<file path="src/vec_pkg.sv">
// Vector unit sizes, ALU opcodes, issue and write-request structs, lane view union
package vec_pkg;

	// ======================================================================
	// Sizes
	// ======================================================================

	// Width of one vector register in bits
	localparam int VLEN = 128;
	// Byte lanes per vector, also the width of a write byte mask
	localparam int VBYTES = VLEN / 8;
	// 32-bit lanes per vector
	localparam int VWORDS = VLEN / 32;
	// Number of architectural vector registers
	localparam int VREG_COUNT = 64;
	// Register address width
	localparam int VREG_AW = $clog2(VREG_COUNT);

	// ======================================================================
	// Data types
	// ======================================================================

	// One full vector register
	typedef logic [VLEN-1:0] vec_word_t;

	// The same vector seen either as sixteen byte lanes or as four
	// 32-bit lanes, the ALU picks the view from the element size
	typedef union packed {
		logic [VBYTES-1:0][7:0] bytes;
		logic [VWORDS-1:0][31:0] words;
	} vec_word_u;

	// Element-wise ALU operations
	typedef enum logic [1:0] {
		op_add = 2'd0,
		op_sub = 2'd1,
		op_and = 2'd2,
		op_xor = 2'd3
	} alu_op_e;

	// One ALU issue
	// esize selects the lane width (0 gives byte lanes, 1 gives word lanes)
	typedef struct packed {
		alu_op_e op;
		logic esize;
		logic [VREG_AW-1:0] vd;
		logic [VREG_AW-1:0] vs1;
		logic [VREG_AW-1:0] vs2;
	} vec_issue_t;

	// A request on the single register-file write port
	// Only bytes whose sel bit is set are written
	typedef struct packed {
		logic [VREG_AW-1:0] addr;
		vec_word_t data;
		logic [VBYTES-1:0] sel;
	} vreg_wr_t;

endpackage
</file>
<file path="src/vec_alu.sv">
// Element-wise vector ALU on byte or 32-bit lanes with a pending result register
`timescale 1ns/1ns

module vec_alu (
	input  logic                        clk,
	input  logic                        reset,
	// Issue strobe and the operation it carries
	input  logic                        issue,
	input  vec_pkg::vec_issue_t         op_in,
	// Source reads through register-file ports 0 and 1
	output logic [vec_pkg::VREG_AW-1:0] rs1_addr,
	output logic [vec_pkg::VREG_AW-1:0] rs2_addr,
	input  vec_pkg::vec_word_t          rs1_data,
	input  vec_pkg::vec_word_t          rs2_data,
	// Write-port request and grant
	output logic                        alu_req,
	input  logic                        alu_gnt,
	output vec_pkg::vreg_wr_t           alu_wr,
	output logic                        alu_busy
);
	import vec_pkg::*;

	// ======================================================================
	// Lane arithmetic
	// ======================================================================

	// One lane operation on 32 bits
	// Byte lanes use the low eight bits, which wrap the same way as an
	// 8-bit adder would, so no carry ever leaves a byte
	function automatic logic [31:0] lane_op(
		input alu_op_e op,
		input logic [31:0] x,
		input logic [31:0] y
	);
		logic [31:0] res;
		case (op)
			op_add:  res = x + y;
			op_sub:  res = x - y;
			op_and:  res = x & y;
			default: res = x ^ y;
		endcase
		return res;
	endfunction

	// Sources come straight from the issue so the read happens in the
	// cycle that ends with the issue edge
	assign rs1_addr = op_in.vs1;
	assign rs2_addr = op_in.vs2;

	vec_word_u src_a;
	vec_word_u src_b;
	vec_word_u result;
	logic [31:0] lane_res;

	always_comb begin
		src_a = rs1_data;
		src_b = rs2_data;
		result = '0;
		lane_res = '0;
		if (op_in.esize) begin
			// Four 32-bit lanes, carries run across the bytes of a word
			for (int w = 0; w < VWORDS; w++)
				result.words[w] = lane_op(op_in.op, src_a.words[w], src_b.words[w]);
		end else begin
			// Sixteen byte lanes, each one zero-extended into the lane op
			for (int b = 0; b < VBYTES; b++) begin
				lane_res = lane_op(op_in.op, {24'd0, src_a.bytes[b]}, {24'd0, src_b.bytes[b]});
				result.bytes[b] = lane_res[7:0];
			end
		end
	end

	// ======================================================================
	// Pending result
	// ======================================================================

	logic pending;

	// Set on an accepted issue and cleared at the edge that ends the
	// granted cycle, when the register file stores the result
	always_ff @(posedge clk) begin
		if (reset)
			pending <= 1'b0;
		else if (pending && alu_gnt)
			pending <= 1'b0;
		else if (!pending && issue)
			pending <= 1'b1;
	end

	// An ALU result always covers the whole register
	always_ff @(posedge clk) begin
		if (!pending && issue) begin
			alu_wr.addr <= op_in.vd;
			alu_wr.data <= result;
			alu_wr.sel <= '1;
		end
	end

	assign alu_req = pending;
	assign alu_busy = pending;

endmodule

</file>
<file path="config.mk">
export PLATFORM = sky130hd
export DESIGN_NAME = vec_alu
export DESIGN_NICKNAME = d
export VERILOG_FILES = /design/src/vec_pkg.sv /design/src/vec_alu.sv
export SDC_FILE = /design/constraint.sdc
export NUM_CORES = 1
export LEC_CHECK = 0
export BUFFER_PORTS_ARGS = -buffer_cell sky130_fd_sc_hd__buf_4
export CAP_MARGIN = 20
export CORE_ASPECT_RATIO = 0.6
export CORE_MARGIN = 2
export CORE_UTILIZATION = 30
export CTS_CLUSTER_SIZE = 12
export DETAILED_ROUTE_END_ITERATION = 8
export MAX_ROUTING_LAYER = met4
export PLACE_DENSITY = 0.47
export SYNTH_ARGS = -nofsm -noshare
export SYNTH_HDL_FRONTEND = slang
export SYNTH_SLANG_ARGS = --single-unit
</file>
<file path="constraint.sdc">
create_clock -name clk -period 18.2 [get_ports clk]
set_input_delay 3.64 -clock clk [delete_from_list [all_inputs] [get_ports clk]]
set_output_delay 3.64 -clock clk [all_outputs]
set_load 0.005 [all_outputs]
</file>
==> impl_results.md, run 1 <==
* Outcome: finished clean
* Top Layer Used: met4
* Crit end category: flip-flop
* Synth Cell Area at 22,600 um2
* Num Clock Sinks at approximately 140
* Leak at 12.1 nW
* Vias in the first global route at about 21,000
* Root Driver: clkbuf_16
* Rows at 77
* Sequential share of power at 23.6%
* Upper clock frequency limit at 0.108 GHz
* Worst path max stage delay at just over 0.8 ns
* Final Max Slew Viols at 0
* Yosys reg bits at 135
* HPWL after detailed placement at between 60,000 and 70,000 um
* TritonCTS Buffers at 17
* CTS Hold Bufs at 0
* Crit path setup slack, layout at ~8.9 ns
* Worst-margin pin slew at 0.907 ns
* Syn-to-layout area delta at 19.6%
* Starting Density at 30.5%
* Yosys warnings at 0
* Setup Skew at between 0.015 and 0.02 ns
* Largest net degree at the start of global routing at 90
* WP data arrival at around 9.5 ns
* Post-CTS Setup Repair Bufs at 0
* Final Non-Filler Cells at 4,051
* WL final at approximately 84,000 um
* Max-Cap Viols at 0
* Worst min path class: flip-flop to flip-flop
* Area share of the largest cell type after synthesis at between 10% and 20%
* Layout cells sized above 1 at 16.1%
* Synth area leaders: ha_1 (20%), edfxtp_1 (18%), xnor2_1 (9.4%)
* Port bufs at between 400 and 500
* CP required at 18.44 ns
* CTS tree: built
* Wire length per cell at 20.6 um
* PwrDens at approximately 63 nW/um2
* DRT Pass-1 Iters at 5
* FF/Latch Area at roughly 4000 um2
* Routed wl met2 at between 30,000 and 40,000 um
* Post-CTS Resized at 0
* GP Congestion at between 0.8 and 0.9
* Fin nets at between 3,000 and 4,000
* Critical path buffers and inverters at 3
* Relative max-transition margin at about two fifths
* Mean Syn Cell Area at approximately 8.3 um2
* Worst-path clk slew at approximately 0.070 ns
* Critical Path Start Type: primary input
* Dpl cells at roughly 4,000
* Fin crit share at roughly half
* Via count at approximately 21,000
* M1 WL at ~42,000 um
* Total grt overflow at 0
* Worst setup path class: primary input to flip-flop
* Antenna Nets Post-Route at 0
* FFs w/ async S/R, synth at 0%
* Sum of negative setup slack at 0 ns
* Worst-Skew Late Latency at around 0.53 ns
* Min Tclk post-route at ~9 ns
* Area occupied by multi-input gates at 17,600 um2
* Most frequent cells in the layout: buf_4 (418), ha_1 (356), a21oi_1 (277), xnor2_1 (243), nor2_1 (204)
* Crit Path Max Fanout at 89
* DIE WIDTH at about 360 um
* RSZ-0062 raised after global routing: no
* Clk buf depth at 2
* Psw at 0.704 mW
* Delay-heaviest family, CP: buffers and inverters
* Area of the core at approximately 74,000 um2
* Most common cell after layout, fill and taps aside: buf_4
* Antenna violations before repair at 6
* Number of synthesized flops with an enable pin at 134
* Netlist cell types at 85
* IR drop worst, VDD at 86.3 uV
* Clock share of power at between 20% and 30%
* CP max-delay cell: nand2_4
* Area leader, netlist: ha_1
* Finish-stage setup viols at 0
* Sw Ratio at around two fifths
* Drt initial violations at ~1,800
* Htree depth at 4
* Internal at around 1.0 mW
* Met3 WL at roughly 5700 um
* Ports at around 450
* Mapped Cells at approximately 2,700
* Setup slack at placement at 8.38 ns
* CP Cell Sequence: buf_6 -> clkinv_2 -> nand2_4 -> buf_4 -> o31ai_1 -> xnor2_1 -> ha_1 -> a21o_1 -> a21o_1 -> a41oi_1 -> nor3_1 -> or4b_1 -> a211oi_2 -> xnor2_1 -> a211oi_1 -> a21oi_1
* DR vias/cell at 5.28
* Final hold vios at 0
* Die Y at between 200 and 250 um
* Total GRT Usage at a little over a fifth
* Fill count at around 7,700
* Die Area at 77,700 um2
* Combinational power share at roughly 53%
* DRC viols at 0
* First-pass GRT wire length at roughly 130,000 um
* Seq/Total Area, Yosys at 17.9%
* Top FF cell, synth: edfxtp_1
-- state kept, by name, summed over array words and instances, names as in the netlist --
name / count
alu_busy: 1
alu_wr: 134
-- power by group through the flow --
| stage | combinational, mW | clock [mW] | sequential [mW] |
|---|---|---|---|
| global route | 1.02 | 0.417 | 0.406 |
| CTS | 0.907 | 0.412 | 0.404 |
| global placement | 0.893 | 0 | 0.410 |
| detailed placement | 0.900 | 0 | 0.410 |
| floorplan | 0.600 | 0 | 0.414 |
| finish | 0.912 | 0.394 | 0.403 |
-- per-layer routing --
| layer | global-route usage (%) | vias up |
|---|---|---|
| met5 | - | - |
| met4 | 4.78 | 0 |
| met3 | 4.68 | 58 |
| met2 | 31.3 | 611 |
| met1 | 31.2 | 10100 |
| li1 | - | 10600 |
-- worst paths after layout --
check                           startpoint           to  slack, ns  cells past startpoint
worst min-delay path              alu_busy     alu_busy       0.58                      2
worst min register to register    alu_busy     alu_busy       0.58                      2
worst max register to register    alu_busy  alu_wr[117]      15.88                      3
worst max-delay path             op_in[20]  alu_wr[109]       8.94                     16
-- area by class of cell --
| type | count | area share [%] |
|---|---|---|
| inverters | 116 | 1.61 |
| multi-input cells | 2355 | 64.9 |
| flip-flops and latches | 135 | 14.9 |
| diodes | 6 | 0.0555 |
| clock buffers | 17 | 1.57 |
| repair buffers | 420 | 11.7 |
| well taps | 987 | 4.56 |
| clock inverters | 15 | 0.661 |
-- synth_stat cells, types with 24 or more instances --
| library cell | instances |
|---|---|
| mux2i_1 | 105 |
| clkbuf_1 | 97 |
| nand2b_1 | 53 |
| nand2_1 | 153 |
| nand3_1 | 39 |
| nor3_1 | 49 |
| a211oi_1 | 52 |
| a21oi_1 | 277 |
| or3_1 | 24 |
| a21o_1 | 90 |
| inv_1 | 114 |
| ha_1 | 356 |
| nor2_1 | 206 |
| xor2_1 | 118 |
| edfxtp_1 | 134 |
| nor2b_1 | 53 |
| o21ai_0 | 194 |
| buf_4 | 30 |
| a31oi_1 | 28 |
| xnor2_1 | 243 |
-- per-stage QoR --
step / hold WS, ns / cell area (um2) / power, mW / utilization (%)
2_1_floorplan: 0.502 / 22700 / 1.01 / -
3_3_place_gp: 0.549 / 26400 / 1.30 / 35.6
3_5_place_dp: 0.566 / 26400 / 1.31 / 35.6
4_1_cts: 0.578 / 27000 / 1.72 / 36.5
5_1_grt: 0.606 / 27100 / 1.84 / 36.5
6_report: 0.575 / 27100 / 1.71 / 36.5
-- kinds of logic after synthesis --
| kind of cell | synth area share [%] |
|---|---|
| AOI/OAI and AO/OA | 22.5 |
| xor gates and xnor gates | 14.0 |
| adders and majority gates | 21.1 |
| buffers and inverters | 4.94 |
| DFF | 17.9 |
| muxes | 5.04 |
| other | 0.0166 |
| and+or+nand+nor | 14.6 |
-- worst register-to-register path: stages, from the launching register on --
cell and delay [ns]:
dfxtp_1 0.37, nor2b_4 0.24, buf_4 0.48, buf_4 0.74
(Power assumes the default switching activity.)
==> inputs of run 2 (changes only) <==
ABC_AREA = 1   (was unset)
PLACE_DENSITY = 0.48   (was 0.47)
clock period = 8.17 ns   (was 18.2 ns; I/O delays follow)
==> run 2 against run 1 <==
Hold slack improved by 0.0086 ns. First-iteration DRC count increased by 44%. Flip-flop and latch count unchanged. Clock skew decreased by 0.0059 ns. Register-to-register slack got worse by 9.9 ns. Clock power increased by 120%. Sequential share of layout area decreased by 1.5 points. Global-route usage increased by 4.5 points. Area after synthesis increased by 12%. Non-clock buffer count increased by 8. Critical endpoint is now alu_wr[76]. Largest power group unchanged.
==> impl_results.md, run 2 <==
* Outcome: finished clean
* CTS Hold Bufs at 0
* Pwr Total at around 4.0 mW
* Leak at 15.5 nW
* Final hold vios at 0
* Port bufs at around 400
* WP data arrival at between 5 and 6 ns
* Synth Cell Area at 25,300 um2
* Num Clock Sinks at between 100 and 150
* Netlist cell types at 54
* Antenna violations before repair at 8
* DIE WIDTH at between 300 and 400 um
* Htree depth at 4
* Post-CTS Resized at 0
* Seq/Total Area, Yosys at about 16%
* Area of the core at between 80,000 and 90,000 um2
* Number of synthesized flops with an enable pin at ~130
* Starting Density at between 30% and 40%
* Min Tclk post-route at 5.48 ns
* Internal at between 2 and 2.5 mW
* Upper clock frequency limit at roughly 0.18 GHz
* Setup Skew at 0.0133 ns
* Yosys warnings at 0
* Max FFs per register at ~130
* Ports at 445
* Mean Syn Cell Area at between 6 and 7 um2
* TritonCTS Buffers at 17
* Total grt overflow at 0
* Yosys reg bits at 135
* Syn-to-layout area delta at 18.7%
* Final instance area at roughly 30,000 um2
* Sum of negative setup slack at 0 ns
* Most frequent cells in the layout: nand2_1 (1,084), inv_1 (567), buf_4 (426), nor2_1 (362), ha_1 (356)
* Mapped Cells at slightly below 4,000
* Antenna Nets Post-Route at 0
* Die Y at 229 um
* Combinational power share at a little under three fifths
* DR vias/cell at 5.01
* Via count at ~27,000
* Worst min path class: flip-flop to flip-flop
* DRT Pass-1 Iters at 6
* CTS tree: built
* GP Congestion at 0.961
* Finish-stage setup viols at 0
* Psw at between 1.5 and 2 mW
* Worst-margin pin slew at between 1 and 1.5 ns
* Layout cells sized above 1 at between 10% and 20%
* Crit Path Max Fanout at 36
* Biggest register: alu_wr
* Instance area at placement at between 20,000 and 30,000 um2
* Clk buf depth at 2
* First-pass GRT wire length at 166,000 um
* Area leader, netlist: ha_1
* Final core occ at a little over a third
* Max-Cap Viols at 0
* IR drop worst, VDD at about 110 uV
* Fin nets at between 4,000 and 5,000
* Worst-path clk slew at around 0.070 ns
* Relative max-transition margin at approximately 33%
* Area share of the largest cell type after synthesis at ~18%
* RSZ-0062 raised after global routing: no
* HPWL after detailed placement at a little over 90,000 um
* Final Max Slew Viols at 0
* Sw Ratio at between 40% and 50%
* FFs w/ async S/R, synth at 0%
* Hold_ws at between 0.5 and 0.6 ns
* Total GRT Usage at a little over a quarter
* Worst setup path class: primary input to flip-flop
* Most common cell after layout, fill and taps aside: nand2_1
* Sequential share of power at about 23%
* Fin crit share at roughly two thirds
* Drt initial violations at 2,527
* PwrDens at around 130 nW/um2
* WL final at roughly 110,000 um
* Critical Path Start Type: primary input
* Top FF cell, synth: edfxtp_1
* CP required at 8.47 ns
* Synth area leaders: ha_1 (18%), nand2_1 (16%), edfxtp_1 (16%)
* DRC viols at 0
* Post-synth top cells: nand2_1 (1,085), inv_1 (569), nor2_1 (364), ha_1 (356), a21oi_1 (284)
* Clock share of power at 21.7%
* FF-to-FF setup slack at ~6 ns
* Largest net degree at the start of global routing at 114
* Most common cell in the synthesized netlist: nand2_1
* Post-CTS Setup Repair Bufs at 0
* Root Driver: clkbuf_16
* Wire length per cell at 20.6 um
* Worst-Skew Late Latency at between 0.5 and 0.6 ns
* Vias in the first global route at around 25,000
* Crit end category: flip-flop
* Rows at 82
* Die Area at ~87,000 um2
run 2: cell count changes in the layout (fill, tap and decap cells not counted), sizes merged, moves of 21 or more:
cell,change
nor2,+165
xor2,+81
a211oi,-52
mux2i,-105
a21o,-78
or3,-27
xnor2,-191
inv,+458
nand2b,-48
nand3,+206
nor2b,-53
a31oi,-21
nand2,+939
or2,+36
run 2: worst max-delay path, cell delays in order:
cell and delay [ns]:
buf_4 0.33, inv_4 0.13, nand2_4 0.39, buf_4 0.52, buf_4 0.33, o31ai_1 0.13, nand2_2 0.17, mux2_2 0.36
ha_1 0.39, nand2_1 0.09, nor2_1 0.11, inv_1 0.07, nor3_1 0.38, nand3_1 0.29, nand3_1 0.14, nand3_1 0.11
nand2_1 0.10, nand2_1 0.05
run 2: final cells by class:
class | count | area (um2)
Antenna cell | 5 | 12.5
Multi-Input combinational cell | 3167 | 18600
Tap cell | 1134 | 1420
Sequential cell | 135 | 4040
Inverter | 574 | 2160
Clock buffer | 18 | 429
Clock inverter | 14 | 159
Timing Repair Buffer | 428 | 3240
Fill cell | 9174 | 53400
run 2: cell families after synthesis:
family / count (synthesis) / share of synthesized area, %
adder cells (fa/ha/maj): 372 / 18.8
other: 1 / 0.0148
AO/OA/AOI/OAI: 663 / 15.2
flip-flops: 135 / 16.0
multiplexers: 3 / 0.133
buffers and inverters: 678 / 10.9
AND/OR/NAND/NOR: 1862 / 30.4
XOR/XNOR: 251 / 8.68
run 2: routing by layer:
layer	routed length, um	track usage (%)	vias to the layer above
li1	-	-	13700
met1	60200	41.2	12700
met2	42300	33.8	946
met3	8810	5.68	60
met4	1230	4.43	0
met5	0	-	-
run 2: power by group through the flow:
| stage | sequential, mW | clock [mW] | combinational, mW |
|---|---|---|---|
| after floorplan | 0.924 | 0 | 1.38 |
| after global placement | 0.924 | 0 | 2.21 |
| after detailed placement | 0.922 | 0 | 2.20 |
| after CTS | 0.910 | 0.907 | 2.22 |
| after global routing | 0.916 | 0.930 | 2.51 |
| final | 0.909 | 0.876 | 2.25 |
run 2: stage by stage:
stage               instances  setup slack (ns)
global route             5475              2.45
floorplan                3980             0.259
CTS                      5470              2.82
detailed placement       5438              2.25
finish                   5475              2.69
global placement         5438              2.19
run 2: final timing paths:
kind	startpoint	end	depth (start not counted)
worst max-delay path	op_in[20]	alu_wr[76]	18
worst min-delay path	alu_busy	alu_busy	2
worst max register to register	alu_busy	alu_wr[123]	2
worst min register to register	alu_busy	alu_busy	2
