### src/vec_pkg.sv
// Vector unit sizes, ALU opcodes, issue and write-request structs, lane view union
package vec_pkg;

	// ======================================================================
	// Sizes
	// ======================================================================

	// Width of one vector register in bits
	localparam int VLEN = 128;
	// Byte lanes per vector, also the width of a write byte mask
	localparam int VBYTES = VLEN / 8;
	// 32-bit lanes per vector
	localparam int VWORDS = VLEN / 32;
	// Number of architectural vector registers
	localparam int VREG_COUNT = 64;
	// Register address width
	localparam int VREG_AW = $clog2(VREG_COUNT);

	// ======================================================================
	// Data types
	// ======================================================================

	// One full vector register
	typedef logic [VLEN-1:0] vec_word_t;

	// The same vector seen either as sixteen byte lanes or as four
	// 32-bit lanes, the ALU picks the view from the element size
	typedef union packed {
		logic [VBYTES-1:0][7:0] bytes;
		logic [VWORDS-1:0][31:0] words;
	} vec_word_u;

	// Element-wise ALU operations
	typedef enum logic [1:0] {
		op_add = 2'd0,
		op_sub = 2'd1,
		op_and = 2'd2,
		op_xor = 2'd3
	} alu_op_e;

	// One ALU issue
	// esize selects the lane width (0 gives byte lanes, 1 gives word lanes)
	typedef struct packed {
		alu_op_e op;
		logic esize;
		logic [VREG_AW-1:0] vd;
		logic [VREG_AW-1:0] vs1;
		logic [VREG_AW-1:0] vs2;
	} vec_issue_t;

	// A request on the single register-file write port
	// Only bytes whose sel bit is set are written
	typedef struct packed {
		logic [VREG_AW-1:0] addr;
		vec_word_t data;
		logic [VBYTES-1:0] sel;
	} vreg_wr_t;

endpackage
### src/vec_wr_arbiter.sv
// Round-robin arbiter between the ALU and the load unit for the register write port
`timescale 1ns/1ns

module vec_wr_arbiter (
	input  logic              clk,
	input  logic              reset,
	// Requests from the two producers
	input  logic              alu_req,
	input  logic              ld_req,
	input  vec_pkg::vreg_wr_t alu_wr,
	input  vec_pkg::vreg_wr_t ld_wr,
	// Grants back to the producers, one-hot or zero
	output logic              alu_gnt,
	output logic              ld_gnt,
	// Register-file write port
	output logic              wr_en,
	output vec_pkg::vreg_wr_t wr
);

	// Set when the load unit took the last grant, clear when the ALU did
	logic last_grant;

	// Grants are combinational so the write lands at the end of the
	// same cycle the request is seen
	always_comb begin
		alu_gnt = 1'b0;
		ld_gnt = 1'b0;
		if (alu_req && ld_req) begin
			// Both want the port, so the one that waited last time wins
			if (last_grant)
				alu_gnt = 1'b1;
			else
				ld_gnt = 1'b1;
		end else begin
			alu_gnt = alu_req;
			ld_gnt = ld_req;
		end
	end

	// Remember the winner only when a write actually happens
	always_ff @(posedge clk) begin
		if (reset)
			last_grant <= 1'b0;
		else if (wr_en)
			last_grant <= ld_gnt;
	end

	assign wr_en = alu_gnt | ld_gnt;
	assign wr = ld_gnt ? ld_wr : alu_wr;

endmodule

### config.mk
export PLATFORM = sky130hd
export DESIGN_NAME = vec_wr_arbiter
export DESIGN_NICKNAME = d
export VERILOG_FILES = /design/src/vec_pkg.sv /design/src/vec_wr_arbiter.sv
export SDC_FILE = /design/constraint.sdc
export NUM_CORES = 1
export LEC_CHECK = 0
export ABC_AREA = 0
export BUFFER_PORTS_ARGS = -buffer_cell sky130_fd_sc_hd__buf_4
export CAP_MARGIN = 20
export CORE_AREA = 3 3 178 180
export CTS_CLUSTER_DIAMETER = 80
export DETAILED_ROUTE_END_ITERATION = 8
export DIE_AREA = 0 0 181 183
export GPL_TIMING_DRIVEN = 0
export PLACE_DENSITY = 0.31
export RECOVER_POWER = 50
export REMOVE_ABC_BUFFERS = 1
export SYNTH_ARGS = -nofsm -noshare
export SYNTH_HDL_FRONTEND = slang
export SYNTH_SLANG_ARGS = --single-unit
### constraint.sdc
create_clock -name clk -period 2 [get_ports clk]
set_clock_uncertainty 0.2 [all_clocks]
set_input_delay 0.4 -clock clk [delete_from_list [all_inputs] [get_ports clk]]
set_output_delay 0.4 -clock clk [all_outputs]
set_load 0.05 [all_outputs]
==> flow_metrics.tcl, run 1 <==
set metrics [dict create \
    stdcell_area_um2 7660 \
    top_register "last_grant" \
    place_area_um2 5850 \
    yosys_warnings 0 \
    worst_skew_pair.late_latency_ns 0 \
    io_pins 457 \
    synth_cell_type_count 12 \
    gp_congestion 0.764 \
    nets 963 \
    grt_max_degree 14 \
    syn_inst 173 \
    reg2regPathDepth 2 \
    largest_registers "last_grant: 1 flops" \
    worst-path-buf-inv 7 \
    reg2reg_from "last_grant$_SDFFE_PP0P_" \
    design.core.area_um2 30300 \
    fin_crit_sh_pct 121 \
    power_leakage_nw 3.93 \
    path_depth 9 \
    routed_via_density 3.30 \
    cts-hold-fix-buffers 0 \
    cpMostUsedCell "buf_16" \
    wl_per_cell_um 17.7 \
    drtIter0Drc 54 \
    setup_viol 150 \
    tightest_slew_ns 0.296 \
    grt_usage_pct 9.92 \
    cap_violations 0 \
    clkPwrFrac_pct 0 \
    intPower_mw 1.54 \
    seqPwrFrac_pct 0.8 \
    die_area_um2 33100 \
    swShare_pct 49.9 \
    r2r_slack_ns 1.10 \
    grt_setup_unrepaired "true" \
    start_util_pct 6.22 \
    grt_pass1_vias 3857 \
    ys_seq_area_share_pct 1.06 \
    synth.area.top_cells "mux2_1 53%, mux2_2 36%, buf_6 5.4%, buf_2 1.6%, dfxtp_1 1.1%" \
    path_max_fanout 7 \
    drive_above_1_share_pct 96.7 \
    ys_ff_latch 1 \
    dpl.hpwl_um 15200 \
    outcome "finished, violations left" \
    grt_overflow 0 \
    largest_reg_flops 1 \
    r2r-end "last_grant$_SDFFE_PP0P_" \
    chipWidth_um 181 \
    drc 0 \
    worstHoldEndpoint "last_grant$_SDFFE_PP0P_" \
    antenna_found_initial 0 \
    cp.arrival_ns 1.81 \
    power_density_nw_per_um2 400 \
    synth.cell_area_um2 1890 \
    antenna_cells 0 \
    cpLargestDelayFamily "buffers and inverters" \
    start_kind "input pin" \
    vdd_drop_max_mv 0.165 \
    ant_nets 0 \
    first_pass_iters 4 \
    max-slew-margin-rel_pct 80.3 \
    clkTransAtPathRegs_ns 0 \
    dp_cells 1016 \
    max_clock_freq_mhz 414 \
    hold_viol_final 0 \
    grt_pass1_wl_um 25300 \
    routed_wl_um 18600 \
    yosysTopAreaCell "mux2_1" \
    fp.dieH_um 183 \
    slew_viol_final 0 \
    critPathKind "in2out" \
    area_growth_pct 306 \
    power.switching_mw 1.53 \
    min_path_cells 1 \
    syn_area_per_cell_um2 10.9 \
    hold_class "reg2reg" \
    hp-start "last_grant$_SDFFE_PP0P_" \
    vias 3478 \
    critPathSlowestCell "mux2_4" \
    crit_path_cell_trace "buf_8 > a21boi_4 > clkbuf_16 > buf_16 > buf_16 > buf_16 > clkbuf_16 > mux2_4 > buf_6" \
    critPathRequiredTime_ns 1.40 \
    timing.final.ws_setup_ns -0.413 \
    layout_min_cycle_time_ns 2.41 \
    violations "setup timing" \
    slowest_delay_ns 0.30 \
    p_comb_share_pct 99.2 \
    placementRows 64 \
    port_buffers 456 \
    synthDominantCellAreaShare_pct 53.1 \
    end_kind "output pin" \
    instances_no_fill 1053 \
]
-- what timing repair did --
action | 4_1_cts | 5_1_grt
setup buffers | 25 | 4
setup endpoints to repair | 151 | 151
gates resized for setup | 345 | 25
pin swaps | 1 | 0
hold endpoints to repair | 0 | 0
gates cloned | 10 | 2
-- power by group through the flow --
stage	Combinational [mW]	Clock (mW)	Sequential, mW
5_1_grt	3.16	0	0.0248
6_report	3.04	0	0.0245
4_1_cts	3.04	0	0.0245
3_3_place_gp	2.35	0	0.0237
3_5_place_dp	2.35	0	0.0243
2_1_floorplan	1.35	0	0.0235
-- worst reg2reg max path: stages, from the launching register on --
cell and delay, ns:
dfxtp_1 0.39, nor2_1 0.07, a211oi_1 0.15
-- final cells by class --
class                           instances  area (um2)
Inverter                                1        3.75
Fill cell                            3280       22700
Tap cell                              396         495
Timing Repair Buffer                  500        4980
Sequential cell                         1        20.0
Multi-Input combinational cell        155        2160
-- how the worst max path moves through the flow --
| stage | to | start | slack (ns) |
|---|---|---|---|
| 3_3_place_gp | wr[2] | last_grant$_SDFFE_PP0P_ | -6.96 |
| 3_5_place_dp | wr[120] | alu_req | -1.20 |
| 5_1_grt | wr[116] | ld_req | -0.45 |
| 4_1_cts | wr[126] | ld_req | -0.46 |
| 2_1_floorplan | wr[0] | last_grant$_SDFFE_PP0P_ | -4.62 |
| 6_report | wr[139] | ld_req | -0.41 |
-- through the flow --
| step | power, mW | util, % | setup slack [ns] | hold slack (ns) | setup TNS [ns] |
|---|---|---|---|---|---|
| 2_1_floorplan | 1.38 | - | -4.62 | 0.277 | -684.70 |
| 3_3_place_gp | 2.37 | 18.7 | -6.96 | 0.299 | -1008.93 |
| 3_5_place_dp | 2.38 | 19.3 | -1.20 | 0.339 | -104.13 |
| 4_1_cts | 3.06 | 24.9 | -0.456 | 0.349 | -53.73 |
| 5_1_grt | 3.19 | 25.3 | -0.454 | 0.375 | -52.37 |
| 6_report | 3.07 | 25.3 | -0.413 | 0.346 | -46.13 |
-- routing by layer --
metal  part of all wire [%]  vias to the layer above  wire length (um)  global-route usage, %
li1                       -                     1630                 -                      -
met4                   0.59                        0               110                  0.427
met2                     54                      227             10100                   19.5
met3                    8.8                        4              1640                   2.80
met1                     36                     1617              6760                   11.2
met5                      0                        -                 0                      0
-- placed cells by master (no fill, tap or decap), drive strengths merged --
| cell type | netlist | routed |
|---|---|---|
| a211oi | 1 | 1 |
| dfxtp | 1 | 1 |
| or2 | 1 | 1 |
| mux2 | 150 | 150 |
| inv | 1 | 1 |
| clkbuf | 0 | 5 |
| a21boi | 2 | 2 |
| buf | 16 | 495 |
| nor2 | 1 | 1 |
-- kinds of logic after synthesis --
family | count (synthesis) | share of synthesized area (%)
AO/OA/AOI/OAI | 3 | 1.39
AND/OR/NAND/NOR | 2 | 0.530
multiplexers | 150 | 89.5
flip-flops | 1 | 1.06
buffers and inverters | 17 | 7.55
-- cells in the mapped netlist --
cell	number
mux2_1	89
mux2_2	61
buf_2	6
buf_6	9
a21boi_0	1
inv_1	1
nor2_1	1
dfxtp_1	1
buf_4	1
a21boi_2	1
or2_2	1
a211oi_1	1
Note: power is estimated with default switching activity, not from simulation.
==> inputs of run 2 (changes only) <==
Settings changed: ABC_AREA 0 to 1, CORE_AREA 3 3 178 180 to 3 3 179 181, DIE_AREA 0 0 181 183 to 0 0 182 184, PLACE_DENSITY 0.31 to 0.32.
==> run 2 against run 1 <==
  * Flip-flop and latch count did not move
  * Critical path depth is 1 higher
  * Sequential share of layout area about the same
  * Global-route usage up 4.9 points
  * The flow still finishes with violations (setup timing)
  * Total power is 9.9% higher
  * Routed wire length grew 49%
  * Largest power group unchanged
  * Final area grew 10%
  * Maximum frequency increased by 17%
  * Cell count grew 30%
==> flow_metrics.tcl, run 2 <==
set metrics [dict create \
    synth_top_family_by_area "simple AND/OR/NAND/NOR gates" \
    final_common_cell "buf_4" \
    synth.cell_area_um2 2200 \
    grt_setup_unrepaired "true" \
    path_max_fanout 5 \
    vdd_drop_max_mv 0.168 \
    slowest_delay_ns 0.15 \
    synth_cell_type_count 12 \
    largest_reg_flops 1 \
    ant_nets 0 \
    grt_pass1_wl_um 37000 \
    critPathKind "in2out" \
    synthArstFlopShare_pct 0 \
    io_pins 457 \
    violations "setup timing" \
    drc 0 \
    max_clock_freq_mhz 483 \
    synthSimpleGateAreaFrac_pct 86.8 \
    synth.area.mux_share_pct 0 \
    critPathRequiredTime_ns 1.40 \
    start_util_pct 7.18 \
    synthXorXnorAreaFrac_pct 0 \
    synth_adder_area_share_pct 0 \
    power_leakage_nw 4.59 \
    synth.area.top_cells "nand2_1 52%, nand3_1 34%, buf_2 5.5%, buf_4 3.8%, clkbuf_1 2.1%" \
    yosysTopAreaCell "nand2_1" \
    hold_viol_final 0 \
    synth_edf_count 0 \
    largest_registers "last_grant: 1 flops" \
    cpMostUsedCell "buf_12" \
    start_kind "input pin" \
    ys_ff_latch 1 \
    first_pass_iters 4 \
    timing.final.ws_setup_ns -0.0698 \
    cap_violations 0 \
    ys_seq_area_share_pct 0.911 \
    vias 5374 \
    drive_above_1_share_pct 67.7 \
    critPathSlowestCell "buf_12" \
    chipWidth_um 182 \
    layout_min_cycle_time_ns 2.07 \
    syn_area_per_cell_um2 4.32 \
    power_mw 3.37 \
    die_area_um2 33500 \
    synth_commonest_cells "302 x nand2_1, 150 x nand3_1, 24 x buf_2" \
    power_density_nw_per_um2 399 \
    cpLargestDelayFamily "buffers and inverters" \
    dpl.hpwl_um 14900 \
    instances_no_fill 1366 \
    clkTransAtPathRegs_ns 0 \
    worst_skew_pair.late_latency_ns 0 \
    nets 1276 \
    synth_ff_type "dfxtp_1" \
    fp.dieH_um 184 \
    antenna_found_initial 0 \
    grt_pass1_vias 5689 \
    fin_crit_sh_pct 103 \
    antenna_cells 0 \
    gp_congestion 0.718 \
    routed_wl_um 27700 \
    synthDominantCellAreaShare_pct 51.6 \
    grt_usage_pct 14.8 \
    end_kind "output pin" \
    setup_viol 46 \
    worst-path-buf-inv 6 \
    synth.most_common_cell "nand2_1" \
    drtIter0Drc 128 \
    r2r_slack_ns 0.67 \
    outcome "finished, violations left" \
    synth_compound_area_share_pct 0.342 \
    max-slew-margin-rel_pct 80.8 \
    yosys_warnings 0 \
    grt_overflow 0 \
    cts-hold-fix-buffers 0 \
    syn_inst 509 \
    port_buffers 456 \
    dp_cells 1315 \
    slew_viol_final 0 \
    final_cell_mix "327 x buf_4, 159 x nand2_1, 150 x nand3_1, 89 x buf_6, 73 x nand2_4" \
    wl_per_cell_um 20.3 \
    placementRows 64 \
    design.core.area_um2 30600 \
    top_register "last_grant" \
    cp.arrival_ns 1.47 \
    routed_via_density 3.93 \
    tightest_slew_ns 0.290 \
    crit_path_cell_trace "buf_12 > nand2_8 > buf_16 > nand2_8 > buf_12 > buf_12 > buf_16 > nand2_4 > nand2_4 > buf_8" \
    hold_class "in2reg" \
    area_growth_pct 285 \
    grt_max_degree 48 \
]
-- run 2: routing by layer --
metal  vias to the layer above  track usage, %  share of wire, %
li1                       2574               -                 -
met1                      2476            16.7                37
met2                       289            28.9                53
met3                        35            2.47               6.9
met4                         0            3.14               2.6
met5                         -               0                 0
-- run 2: worst paths after layout --
| check | start | to | cells after the start |
|---|---|---|---|
| min reg2reg | last_grant$_SDFFE_PP0P_ | last_grant$_SDFFE_PP0P_ | 3 |
| max reg2reg | last_grant$_SDFFE_PP0P_ | last_grant$_SDFFE_PP0P_ | 5 |
| max | alu_req | wr[63] | 10 |
| min | reset | last_grant$_SDFFE_PP0P_ | 3 |
-- run 2: cell families after synthesis --
kind of cell / after synthesis
simple gates: 456
buf+inv: 51
flops: 1
compound gates: 1
-- run 2: metrics by stage --
| step | TNS [ns] | hold slack, ns | worst slack (ns) | cell area, um2 | utilization (%) |
|---|---|---|---|---|---|
| after floorplan | -376.24 | 0.285 | -2.69 | 1940 | - |
| after global placement | -846.33 | 0.313 | -5.96 | 5860 | 19.2 |
| after detailed placement | -138.06 | 0.388 | -1.15 | 5970 | 19.5 |
| after CTS | -3.84 | 0.448 | -0.0750 | 7810 | 25.5 |
| after global routing | -6.28 | 0.475 | -0.103 | 8450 | 27.6 |
| final | -1.89 | 0.445 | -0.0698 | 8450 | 27.6 |
-- run 2: repair_timing --
item                                    4_1_cts  5_1_grt
buffers inserted                             23        1
pin swaps                                     6       18
gates resized for setup                     278      170
cloned                                       26        3
endpoints found under the setup margin      152      142
-- run 2: worst reg2reg max path: stages (launching register included) --
cell and delay, ns:
dfxtp_4 0.34, nand2_8 0.08, buf_4 0.22, buf_16 0.21, nand2_1 0.10, nor2_1 0.10
-- run 2: report_power, final --
| group | internal (mW) | total (mW) | switching [mW] |
|---|---|---|---|
| clock | 0 | 0 | 0 |
| sequential | 0.0217 | 0.0242 | 0.00250 |
| combinational | 1.42 | 3.35 | 1.93 |
| total | 1.44 | 3.37 | 1.93 |
-- run 2: area by class of cell --
class	instances	area [um2]
fillers	3415	22100
inverters	2	7.51
multi-input cells	463	2770
flip-flops and latches	1	23.8
well taps	396	495
repair buffers	504	5150
==> inputs of run 3 (changes only) <==
Settings changed: ABC_AREA 1 to default, CORE_AREA 3 3 179 181 to 3 3 178 180, DIE_AREA 0 0 182 184 to 0 0 181 183, PLACE_DENSITY 0.32 to 0.31, RECOVER_POWER 50 to default.
==> run 3 against run 2 <==
  * The flow still finishes with violations (setup timing)
  * Setup slack got worse by 0.34 ns
  * Core utilization fell by 2.4 points
  * Critical path depth fell by 1
  * Cell count fell by 23%
  * Final area fell by 9.2%
  * Flip-flop and latch count did not move
  * Maximum frequency fell by 14%
  * Via count fell by 35%
  * Die area fell by 1.1%
  * Combinational power fell by 9.0%
  * Routed wire length fell by 33%
  * Total power fell by 9.0%
==> flow_metrics.tcl, run 3 (synthesis results as in run 1) <==
set metrics [dict create \
    outcome "finished, violations left" \
    violations "setup timing" \
    critPathKind "in2out" \
    vias 3478 \
    worst_skew_pair.late_latency_ns 0 \
    antenna_found_initial 0 \
    path_max_fanout 7 \
    area_growth_pct 306 \
    nets 963 \
    layout_min_cycle_time_ns 2.41 \
    grt_max_degree 14 \
    cap_violations 0 \
    placementRows 64 \
    power_density_nw_per_um2 400 \
    start_kind "input pin" \
    hold_class "reg2reg" \
    io_pins 457 \
    fp.dieH_um 183 \
    grt_usage_pct 9.92 \
    fin_crit_sh_pct 121 \
    first_pass_iters 4 \
    design.core.area_um2 30300 \
    final_common_cell "buf_4" \
    end_kind "output pin" \
    clkTransAtPathRegs_ns 0 \
    power_leakage_nw 3.93 \
    dpl.hpwl_um 15200 \
    start_util_pct 6.22 \
    grt_pass1_vias 3857 \
    max_clock_freq_mhz 414 \
    setup_viol 150 \
    grt_setup_unrepaired "true" \
    grt_pass1_wl_um 25300 \
    wl_per_cell_um 17.7 \
    final_cell_mix "336 x buf_4, 115 x mux2_4, 72 x buf_6, 63 x buf_8, 19 x mux2_2" \
    critPathRequiredTime_ns 1.40 \
    fin_setup_tns_ns -46.10 \
    routed_wl_um 18600 \
    port_buffers 456 \
    largest_registers "last_grant: 1 flops" \
    drc 0 \
    die_area_um2 33100 \
    drive_above_1_share_pct 96.8 \
    largest_reg_flops 1 \
    tightest_slew_ns 0.204 \
    ant_nets 0 \
    grt_overflow 0 \
    power_mw 3.07 \
    max-slew-margin-rel_pct 86.3 \
    vdd_drop_max_mv 0.165 \
    timing.final.ws_setup_ns -0.413 \
    routed_via_density 3.30 \
    cp.arrival_ns 1.81 \
    gp_congestion 0.764 \
    hold_viol_final 0 \
    top_register "last_grant" \
    antenna_cells 0 \
    chipWidth_um 181 \
    slew_viol_final 0 \
    cts-hold-fix-buffers 0 \
    drtIter0Drc 54 \
]
[run 3: changes by cell type in the layout (fill, tap and decap cells not counted), sizes merged]
cell,previous run,this run
a211oi,0,1
a21boi,0,2
inv,2,1
o21bai,1,0
bufbuf,3,0
nand3,150,0
mux2,0,150
nand2,310,0
buf,498,497
[run 3: cell type report]
| type | count | area (um2) |
|---|---|---|
| fill | 3280 | 22700 |
| inverter | 1 | 3.75 |
| multi-input combinational | 155 | 2160 |
| sequential | 1 | 20.0 |
| tap | 396 | 495 |
| timing repair buffer | 500 | 4990 |
[run 3: stage by stage]
stage               utilization [%]  instance area (um2)  cells  hold slack (ns)  worst slack (ns)
global route                   25.3                 7670   1053            0.375            -0.454
detailed placement             19.3                 5850   1016            0.339             -1.20
global placement               18.7                 5670   1009            0.299             -6.96
finish                         25.3                 7670   1053            0.346            -0.413
CTS                            24.9                 7570   1051            0.349            -0.456
floorplan                         -                 1750    157            0.277             -4.62
[run 3: power breakdown]
part | internal (mW) | total, mW | switching (mW)
sequential | 0.0220 | 0.0245 | 0.00244
clock | 0 | 0 | 0
combinational | 1.52 | 3.05 | 1.53
[run 3: path summary, 6_finish.rpt]
kind | start | endpoint | slack [ns] | depth (start not counted)
min reg2reg | last_grant$_SDFFE_PP0P_ | last_grant$_SDFFE_PP0P_ | 0.35 | 1
max reg2reg | last_grant$_SDFFE_PP0P_ | last_grant$_SDFFE_PP0P_ | 1.10 | 2
max | ld_req | wr[139] | -0.41 | 9
min | last_grant$_SDFFE_PP0P_ | last_grant$_SDFFE_PP0P_ | 0.35 | 1
[run 3: routing by layer]
layer  part of all wire, %  global-route usage [%]  vias up
met5                     0                       0        -
met4                  0.59                   0.427        0
met3                   8.8                    2.80        4
met2                    54                    19.5      227
met1                    36                    11.2     1617
li1                      -                       -     1630
[run 3: critical path, stage by stage]
cell and delay [ns]:
buf_8 0.10, a21boi_4 0.14, clkbuf_16 0.15, buf_16 0.12, buf_16 0.12, buf_16 0.15
clkbuf_16 0.17, mux2_4 0.30, buf_6 0.15
[run 3: repair_timing]
| item | 4_1_cts | 5_1_grt |
|---|---|---|
| endpoints found under the setup margin | 151 | 151 |
| resized for setup | 345 | 25 |
| cloned | 10 | 2 |
| pin swaps | 1 | 0 |
| setup buffers | 25 | 4 |
